$ cat config.mk
export PLATFORM = sky130hd
export DESIGN_NAME = sounder
export DESIGN_NICKNAME = d
export VERILOG_FILES = /design/src/sounder_pkg.sv /design/src/sounder_regs_pkg.sv /design/src/sounder_regs.sv /design/src/lfsr_constants.sv /design/src/sounder_tx.sv /design/src/sounder_rx.sv /design/src/sounder.sv
export SDC_FILE = /design/constraint.sdc
export NUM_CORES = 1
export LEC_CHECK = 0
export ABC_CLOCK_PERIOD_IN_PS = 12400
export BUFFER_PORTS_ARGS = -buffer_cell sky130_fd_sc_hd__buf_2
export CAP_MARGIN = 20
export CORE_MARGIN = 3
export CORE_UTILIZATION = 55
export DETAILED_ROUTE_END_ITERATION = 6
export GPL_TIMING_DRIVEN = 0
export MAX_ROUTING_LAYER = met4
export PLACE_DENSITY = 0.75
export SYNTH_ARGS = -nofsm -noshare
export SYNTH_HDL_FRONTEND = slang
export SYNTH_HIERARCHICAL = 1
export SYNTH_SLANG_ARGS = --single-unit
$ cat constraint.sdc
create_clock -name clk_i -period 12.4 [get_ports clk_i]
set_clock_uncertainty 0.1 [all_clocks]
set_input_delay 2.48 -clock clk_i [delete_from_list [all_inputs] [get_ports clk_i]]
set_output_delay 2.48 -clock clk_i [all_outputs]
set_load 0.1 [all_outputs]
$ cat src/sounder_pkg.sv
// Sounder signal types
package sounder_pkg;

   localparam int SAMPLE_W = 16;     // Converter sample width
   localparam int DEGREE_W = 5;      // Wide enough for degree 16
   localparam int CODE_W   = 16;     // Longest LFSR register

   // Signed I or Q sample
   typedef logic signed [SAMPLE_W-1:0] sample_t;

   typedef logic [DEGREE_W-1:0] degree_t;     // LFSR register length
   typedef logic [CODE_W-1:0]   mask_t;       // Galois feedback parity mask
   typedef logic [CODE_W-1:0]   code_len_t;   // PN period in chips

   // Supported degree range
   localparam int DEGREE_MIN = 2;
   localparam int DEGREE_MAX = 16;

   localparam sample_t CHIP_AMP  = 16'sd16383;   // Half scale per chip
   localparam mask_t   LFSR_SEED = 16'h0001;     // State after restart

   // One Galois step
   // Shift right and fold the mask back in when the chip is 1
   function automatic mask_t lfsr_step(input mask_t state, input mask_t mask);
      mask_t nxt;
      nxt = state >> 1;
      if (state[0]) begin
         nxt = nxt ^ mask;         // Feedback taps
      end
      return nxt;
   endfunction

endpackage

$ cat src/sounder_regs_pkg.sv
// Sounder register map
package sounder_regs_pkg;

   localparam int WB_ADR_W = 4;      // Word address
   localparam int WB_DAT_W = 32;

   typedef logic [WB_ADR_W-1:0] wb_adr_t;
   typedef logic [WB_DAT_W-1:0] wb_dat_t;

   // Register addresses
   localparam wb_adr_t REG_DEGREE = 4'd0;   // LFSR degree in low bits
   localparam wb_adr_t REG_MODE   = 4'd1;   // Operating mode bits

   // Mode register bits
   localparam int MODE_LOOPBACK = 0;         // Digital loopback enable

endpackage

$ cat src/sounder_regs.sv
// Wishbone configuration registers
`timescale 1ns/1ps

module sounder_regs (
   input  logic                      clk_i,
   input  logic                      rst_n_i,
   input  logic                      wb_cyc_i,
   input  logic                      wb_stb_i,
   input  logic                      wb_we_i,
   input  sounder_regs_pkg::wb_adr_t wb_adr_i,
   input  sounder_regs_pkg::wb_dat_t wb_dat_i,
   output sounder_regs_pkg::wb_dat_t wb_dat_o,
   output logic                      wb_ack_o,
   output sounder_pkg::degree_t      degree_o,
   output logic                      loopback_o
);
   import sounder_pkg::*;
   import sounder_regs_pkg::*;

   logic    access;      // New cycle seen and not yet acked
   wb_dat_t rd_data;     // Read mux output

   assign access = wb_cyc_i & wb_stb_i & ~wb_ack_o;

   // Read decode
   always_comb begin
      rd_data = '0;                                   // Unmapped reads zero
      case (wb_adr_i)
         REG_DEGREE: rd_data[DEGREE_W-1:0] = degree_o;
         REG_MODE:   rd_data[MODE_LOOPBACK] = loopback_o;
         default: ;
      endcase
   end

   // One-shot ack, low for a cycle between accesses
   always_ff @(posedge clk_i) begin
      if (!rst_n_i) begin
         wb_ack_o <= 1'b0;
      end else begin
         wb_ack_o <= access;
      end
   end

   // Writes land on the edge that raises ack
   always_ff @(posedge clk_i) begin
      if (!rst_n_i) begin
         degree_o   <= '0;                            // Invalid degree keeps sounder idle
         loopback_o <= 1'b0;
      end else if (access && wb_we_i) begin
         if (wb_adr_i == REG_DEGREE) begin
            degree_o <= wb_dat_i[DEGREE_W-1:0];
         end
         if (wb_adr_i == REG_MODE) begin
            loopback_o <= wb_dat_i[MODE_LOOPBACK];
         end
      end
   end

   // Read data valid while ack is high
   always_ff @(posedge clk_i) begin
      if (access) begin
         wb_dat_o <= rd_data;
      end
   end

endmodule

$ cat src/lfsr_constants.sv
// LFSR degree lookup
`timescale 1ns/1ps

module lfsr_constants (
   input  sounder_pkg::degree_t   degree_i,
   output sounder_pkg::mask_t     mask_o,
   output sounder_pkg::code_len_t len_o
);
   import sounder_pkg::*;

   logic            valid;       // Degree inside supported range
   logic [CODE_W:0] len_full;    // Extra bit holds 2^16

   assign valid = (int'(degree_i) >= DEGREE_MIN) && (int'(degree_i) <= DEGREE_MAX);

   // Maximal length is 2^degree - 1
   assign len_full = ({{CODE_W{1'b0}}, 1'b1} << degree_i) - 1'b1;
   assign len_o    = valid ? len_full[CODE_W-1:0] : '0;   // Zero length idles coders

   // Maximal-length Galois masks for a right-shifting register
   always_comb begin
      case (degree_i)
         5'd2:    mask_o = 16'h0003;
         5'd3:    mask_o = 16'h0005;
         5'd4:    mask_o = 16'h0009;
         5'd5:    mask_o = 16'h0012;
         5'd6:    mask_o = 16'h0021;
         5'd7:    mask_o = 16'h0041;
         5'd8:    mask_o = 16'h008E;
         5'd9:    mask_o = 16'h0108;
         5'd10:   mask_o = 16'h0204;
         5'd11:   mask_o = 16'h0402;
         5'd12:   mask_o = 16'h0829;
         5'd13:   mask_o = 16'h100D;
         5'd14:   mask_o = 16'h2015;
         5'd15:   mask_o = 16'h4001;
         5'd16:   mask_o = 16'h8016;
         default: mask_o = '0;     // Out of range, no feedback
      endcase
   end

endmodule

$ cat src/sounder_tx.sv
// PN code transmitter
`timescale 1ns/1ps

module sounder_tx (
   input  logic                 clk_i,
   input  logic                 rst_n_i,
   input  logic                 ena_i,
   input  logic                 strobe_i,
   input  logic                 loopback_i,
   input  sounder_pkg::mask_t   mask_i,
   output sounder_pkg::sample_t tx_dac_i_o,
   output sounder_pkg::sample_t tx_dac_q_o,
   output sounder_pkg::sample_t tx_sample_i_o,
   output sounder_pkg::sample_t tx_sample_q_o,
   output logic                 tx_sample_stb_o
);
   import sounder_pkg::*;

   mask_t lfsr;        // Code state with current chip in bit 0
   logic  idle;        // Disabled or no valid code
   logic  step;        // Advance one chip this cycle

   assign idle = ~ena_i | (mask_i == '0);
   assign step = strobe_i & ~idle;

   always_ff @(posedge clk_i) begin
      if (!rst_n_i || idle) begin
         lfsr            <= LFSR_SEED;       // Restart from seed
         tx_sample_i_o   <= '0;
         tx_sample_stb_o <= 1'b0;
      end else begin
         tx_sample_stb_o <= step;            // One cycle behind strobe_i
         if (step) begin
            lfsr          <= lfsr_step(lfsr, mask_i);
            tx_sample_i_o <= lfsr[0] ? CHIP_AMP : -CHIP_AMP;   // Antipodal chip
         end
      end
   end

   // Code goes out on I only
   assign tx_sample_q_o = '0;

   // DACs blanked in loopback
   assign tx_dac_i_o = loopback_i ? '0 : tx_sample_i_o;
   assign tx_dac_q_o = loopback_i ? '0 : tx_sample_q_o;

endmodule

$ cat src/sounder_rx.sv
// Lag-sweeping PN correlator
`timescale 1ns/1ps

module sounder_rx #(
   parameter int ACC_W = 32                      // Accumulator width
) (
   input  logic                   clk_i,
   input  logic                   rst_n_i,
   input  logic                   ena_i,
   input  logic                   rx_strobe_i,
   input  logic                   loopback_i,
   input  sounder_pkg::sample_t   rx_adc_i_i,
   input  sounder_pkg::sample_t   rx_adc_q_i,
   input  sounder_pkg::sample_t   tx_sample_i_i,
   input  sounder_pkg::sample_t   tx_sample_q_i,
   input  logic                   tx_sample_stb_i,
   input  sounder_pkg::mask_t     mask_i,
   input  sounder_pkg::code_len_t len_i,
   input  sounder_pkg::degree_t   degree_i,
   output sounder_pkg::sample_t   rx_imp_i_o,
   output sounder_pkg::sample_t   rx_imp_q_o,
   output logic                   rx_strobe_o
);
   import sounder_pkg::*;

   typedef logic signed [ACC_W-1:0] acc_t;

   sample_t   in_i;          // Selected input samples
   sample_t   in_q;
   logic      in_stb;
   logic      idle;          // Disabled or no valid code
   logic      accept;        // Sample enters correlator
   logic      last;          // Sample closes the period
   logic      slip;          // Skip a chip on next sample
   mask_t     ref_lfsr;      // Local code copy
   mask_t     ref_now;       // Reference after any slip
   logic      chip;
   code_len_t count;         // Samples so far this period
   acc_t      acc_i;
   acc_t      acc_q;
   acc_t      ext_i;         // Sign-extended inputs
   acc_t      ext_q;
   acc_t      sum_i;         // Accumulator plus this sample
   acc_t      sum_q;

   // Input select
   assign in_i   = loopback_i ? tx_sample_i_i : rx_adc_i_i;
   assign in_q   = loopback_i ? tx_sample_q_i : rx_adc_q_i;
   assign in_stb = loopback_i ? tx_sample_stb_i : rx_strobe_i;

   assign idle   = ~ena_i | (len_i == '0);
   assign accept = in_stb & ~idle;
   assign last   = (count >= len_i - 1'b1);

   // Slip advances the lag by one chip per period
   assign ref_now = slip ? lfsr_step(ref_lfsr, mask_i) : ref_lfsr;
   assign chip    = ref_now[0];

   assign ext_i = acc_t'(in_i);
   assign ext_q = acc_t'(in_q);
   assign sum_i = chip ? acc_i + ext_i : acc_i - ext_i;   // Chip 1 adds
   assign sum_q = chip ? acc_q + ext_q : acc_q - ext_q;

   // Correlator control and accumulation
   always_ff @(posedge clk_i) begin
      if (!rst_n_i || idle) begin
         ref_lfsr    <= LFSR_SEED;
         count       <= '0;
         slip        <= 1'b0;         // First period is lag 0
         acc_i       <= '0;
         acc_q       <= '0;
         rx_strobe_o <= 1'b0;
      end else begin
         rx_strobe_o <= accept & last;
         if (accept) begin
            ref_lfsr <= lfsr_step(ref_now, mask_i);
            slip     <= last;
            if (last) begin
               count <= '0;
               acc_i <= '0;          // Fresh integration
               acc_q <= '0;
            end else begin
               count <= count + 1'b1;
               acc_i <= sum_i;
               acc_q <= sum_q;
            end
         end
      end
   end

   // Impulse sample, scaled by code length and held until next period
   always_ff @(posedge clk_i) begin
      if (accept && last) begin
         rx_imp_i_o <= sample_t'(sum_i >>> degree_i);
         rx_imp_q_o <= sample_t'(sum_q >>> degree_i);
      end
   end

endmodule

$ cat src/sounder.sv
// Channel sounder top level
`timescale 1ns/1ps

module sounder #(
   parameter int ACC_W = 32                      // Correlator accumulator width
) (
   input  logic                      clk_i,
   input  logic                      rst_n_i,
   // Wishbone slave
   input  logic                      wb_cyc_i,
   input  logic                      wb_stb_i,
   input  logic                      wb_we_i,
   input  sounder_regs_pkg::wb_adr_t wb_adr_i,
   input  sounder_regs_pkg::wb_dat_t wb_dat_i,
   output sounder_regs_pkg::wb_dat_t wb_dat_o,
   output logic                      wb_ack_o,
   // Transmit side
   input  logic                      tx_enable_i,
   input  logic                      tx_strobe_i,    // DAC sample request
   output sounder_pkg::sample_t      tx_dac_i_o,
   output sounder_pkg::sample_t      tx_dac_q_o,
   // Receive side
   input  logic                      rx_enable_i,
   input  logic                      rx_strobe_i,    // ADC sample ready
   input  sounder_pkg::sample_t      rx_adc_i_i,
   input  sounder_pkg::sample_t      rx_adc_q_i,
   output sounder_pkg::sample_t      rx_imp_i_o,     // Impulse response to Rx FIFO
   output sounder_pkg::sample_t      rx_imp_q_o,
   output logic                      rx_strobe_o
);
   import sounder_pkg::*;

   degree_t   degree;         // Configured LFSR length
   logic      loopback;
   mask_t     mask;
   code_len_t code_len;
   sample_t   tx_smp_i;       // Internal loopback path
   sample_t   tx_smp_q;
   logic      tx_smp_stb;

   sounder_regs regs_i (
      .clk_i(clk_i), .rst_n_i(rst_n_i),
      .wb_cyc_i(wb_cyc_i), .wb_stb_i(wb_stb_i), .wb_we_i(wb_we_i),
      .wb_adr_i(wb_adr_i), .wb_dat_i(wb_dat_i), .wb_dat_o(wb_dat_o),
      .wb_ack_o(wb_ack_o), .degree_o(degree), .loopback_o(loopback)
   );

   lfsr_constants constants_i (
      .degree_i(degree), .mask_o(mask), .len_o(code_len)
   );

   sounder_tx tx_i (
      .clk_i(clk_i), .rst_n_i(rst_n_i), .ena_i(tx_enable_i),
      .strobe_i(tx_strobe_i), .loopback_i(loopback), .mask_i(mask),
      .tx_dac_i_o(tx_dac_i_o), .tx_dac_q_o(tx_dac_q_o),
      .tx_sample_i_o(tx_smp_i), .tx_sample_q_o(tx_smp_q), .tx_sample_stb_o(tx_smp_stb)
   );

   sounder_rx #(.ACC_W(ACC_W)) rx_i (
      .clk_i(clk_i), .rst_n_i(rst_n_i), .ena_i(rx_enable_i),
      .rx_strobe_i(rx_strobe_i), .loopback_i(loopback),
      .rx_adc_i_i(rx_adc_i_i), .rx_adc_q_i(rx_adc_q_i),
      .tx_sample_i_i(tx_smp_i), .tx_sample_q_i(tx_smp_q), .tx_sample_stb_i(tx_smp_stb),
      .mask_i(mask), .len_i(code_len), .degree_i(degree),
      .rx_imp_i_o(rx_imp_i_o), .rx_imp_q_o(rx_imp_q_o), .rx_strobe_o(rx_strobe_o)
   );

endmodule

==> reports/qor.yml <==
finish:
  syn_to_final_growth_pct: 10.7
  drive_above_1_share_pct: 13.4
  fin_area_um2: 19200
  num-nets-final: 2669
detailed_routing:
  vias: 19100
  drtIter0Drc: 2305
  drcViolationCount: 0
  routed_wl_um: 65600
  via_per_inst: 6.57
  drtAntennaViolNets: 0
  dr.pass1.iters: 5
  wl_per_cell_um: 22.6
global_route:
  grt_pass1_vias: 17300
  grt_overflow: 0
  grt_usage_pct: 38.6
  grt_first_pass_wirelength_um: 99600
  grt_antenna_before_repair: 1
  grt_start_max_net_pins: 33
floorplanning:
  initial_core_util_pct: 56.3
  ios: 175
  dieArea_um2: 33700
  die_h_um: 184
  coreArea_um2: 30800
  die_w_um: 184
  rows: 64
yosys:
  synthCells: 2311
  synth_top_cells_by_count: "nand2_1 (317), nor2_1 (215), a21oi_1 (190), o21ai_0 (159), dfxtp_1 (125)"
  synth.distinct_cells: 100
  yosys-top-cells-area: "dfxtp_1 (14%), ha_1 (7.1%), nand2_1 (6.9%)"
  async_flop_share_pct: 0
  synth-warning-count: 6
  yosys.cell_count.top_type: "nand2_1"
  ys_ff_latch: 162
  synth_flop_cell: "dfxtp_1"
  syn_avg_cell_area_um2: 7.51
  yosysTopAreaCellShare_pct: 14.4
  synth_area_leader_cell: "dfxtp_1"
  synth_area_um2: 17400
  synth_edf_count: 37
  yosysSeqAreaShare_pct: 20.8
setup_path:
  endpoint: "rx_i/rx_imp_q_o[3]"
  path_class: "register to register"
  r2r_slack_ps: 3180
  start_kind: "register"
  required_ps: 12450
  crit_start: "regs_i/loopback_o"
  arrival_ps: 9270
  r2r_start: "regs_i/loopback_o"
  rr_worst_depth: 23
  crit_fanout: 10
  r2r_end: "rx_i/rx_imp_q_o[3]"
  crit_path_end_kind: "register"
power:
  p_switching_uw: 466
  combPwrFrac_pct: 20.0
  p_sw_share_pct: 33.5
  power.density_nw_per_um2: 72.4
  peakVddDrop_uv: 105
  power_mw: 1.39
  p_leak_nw: 7.74
  seqPwrFrac_pct: 38.9
  clockPowerShare_pct: 41.1
  p_int_uw: 925
timing:
  hold_viol: 0
  finalSetupViolations: 0
  fin_crit_ps: 9220
  clock.fmax_mhz: 108
  period_share_pct: 74.3
  max_slew_margin_pct: 28.7
  max_slew.worst_pin.slew_ps: 1040
  drv_slew: 0
  rsz0062_at_grt: "false"
  tns_ps: 0
  layout_setup_ws_ps: 3180
min_path:
  hold_class: "register to register"
cts:
  cts_buffers: 17
  path_clk_slew_ps: 70
  cts_htree_levels: 4
  cts_sinks: 162
  clock_path_buffers: 2
  cts-root-buf: "clkbuf_16"
  postCtsHoldBufs: 0
  cts_tree: "yes"
  cts_resized: 0
  clk_latency_ps: 460
  cts_post_setup_buffers_inserted: 0
placed_design:
  gp_congestion: 1.04
  port_buffers: 103
  dp_hpwl_um: 51500
  placed_area_um2: 18600
  pre_cts_slack_ps: 3480
flow_run:
  cap_violations: 0
run_status:
  status: "finished, final reports clean"
## power groups by stage
stage               combinational, mW  clock, mW  sequential, mW
floorplan                       0.204          0           0.558
global placement                0.266          0           0.553
detailed placement              0.268          0           0.553
CTS                             0.270      0.572           0.541
global route                    0.293      0.593           0.541
finish                          0.278      0.572           0.541
## worst min path at each step
stage                endpoint  cells past startpoint  slack [ps]      startpoint
2_1_floorplan  rx_i/acc_q[15]                      2         340  rx_i/acc_q[15]
3_5_place_dp    rx_i/acc_i[7]                      2         350   rx_i/acc_i[7]
5_1_grt        rx_i/acc_q[23]                      2         390  rx_i/acc_q[23]
6_report        rx_i/acc_q[6]                      2         360   rx_i/acc_q[6]
4_1_cts         rx_i/acc_q[6]                      2         360   rx_i/acc_q[6]
3_3_place_gp   rx_i/acc_q[23]                      2         350  rx_i/acc_q[23]
## critical path, cell delays in order, from the launching register on
cell and delay, ps:
dfxtp_1 740, buf_1 480, buf_1 580, buf_2 430
buf_1 650, clkbuf_1 450, mux2i_1 410, ha_1 310
o211ai_1 170, nor3_1 390, and3_1 260, nand2_1 110
nand3_1 230, o21ai_0 140, ha_1 440, nand2_1 240
o31ai_1 900, or3_1 240, o21ai_2 120, o21ai_4 240
xor2_2 490, mux2i_1 150, a221oi_1 410, o22ai_1 210
## layout make-up
cell class              count  area, um^2
diodes                      1        2.50
plain buffers             238        1280
clock buffers              20         467
clock inverters            12         133
fillers                  2831       11600
inverters                  35         131
multi-input cells        1933       12600
flip-flops and latches    162        3610
well taps                 396         495
repair buffers            104         536
## stage by stage
stage	std cells	hold slack (ps)	util, %
6_report	2901	363	62.3
5_1_grt	2901	389	62.3
4_1_cts	2900	364	62.3
3_5_place_dp	2868	353	60.4
3_3_place_gp	2867	347	60.3
2_1_floorplan	2368	336	-
## state kept, by name, summed over array words and instances (netlist names)
register / cells
rx_i/acc_i: 32
rx_i/acc_q: 32
tx_i/tx_sample_stb_o: 1
regs_i/loopback_o: 1
regs_i/wb_ack_o: 1
rx_i/rx_strobe_o: 1
tx_i/lfsr: 16
rx_i/rx_imp_i_o: 16
regs_i/degree_o: 5
rx_i/ref_lfsr: 16
tx_i/tx_sample_i_o: 3
rx_i/count: 16
rx_i/rx_imp_q_o: 16
regs_i/wb_dat_o: 5
rx_i/slip: 1
## cell usage in the layout (no fill, tap or decap), drive strengths merged, types with 22 or more instances in the layout
cell and count:
a21oi 193, mux2 22, a21o 38, nor2 215, xnor2 88, edfxtp 37, conb 59, inv 40
nand2 317, mux2i 75, o21ai 175, nor3 52, nand4 29, a211oi 72, and2 35, o211ai 24
buf 234, xor2 64, ha 99, clkbuf 128, nand3 42, dfxtp 125
## layer usage
layer | wire [um] | track usage [%] | vias up
met3 | 6110 | 5.34 | 242
li1 | - | - | 8643
met1 | 27100 | 50.7 | 9004
met4 | 3190 | 15.6 | 0
met5 | 0 | - | -
met2 | 29100 | 60.0 | 1166
## cells by family (layout without fill, tap and decap cells)
logic type | Yosys count | in the layout | synth area share, %
compound gates | 694 | 694 | 26.4
xor+xnor | 152 | 152 | 7.84
fa+ha+maj | 101 | 101 | 7.37
buf+inv | 273 | 409 | 8.13
flops | 162 | 162 | 20.8
mux | 113 | 113 | 7.83
other cells | 2 | 60 | 0.0433
simple gates | 814 | 814 | 21.6
Power figures use the tool's default switching activity.
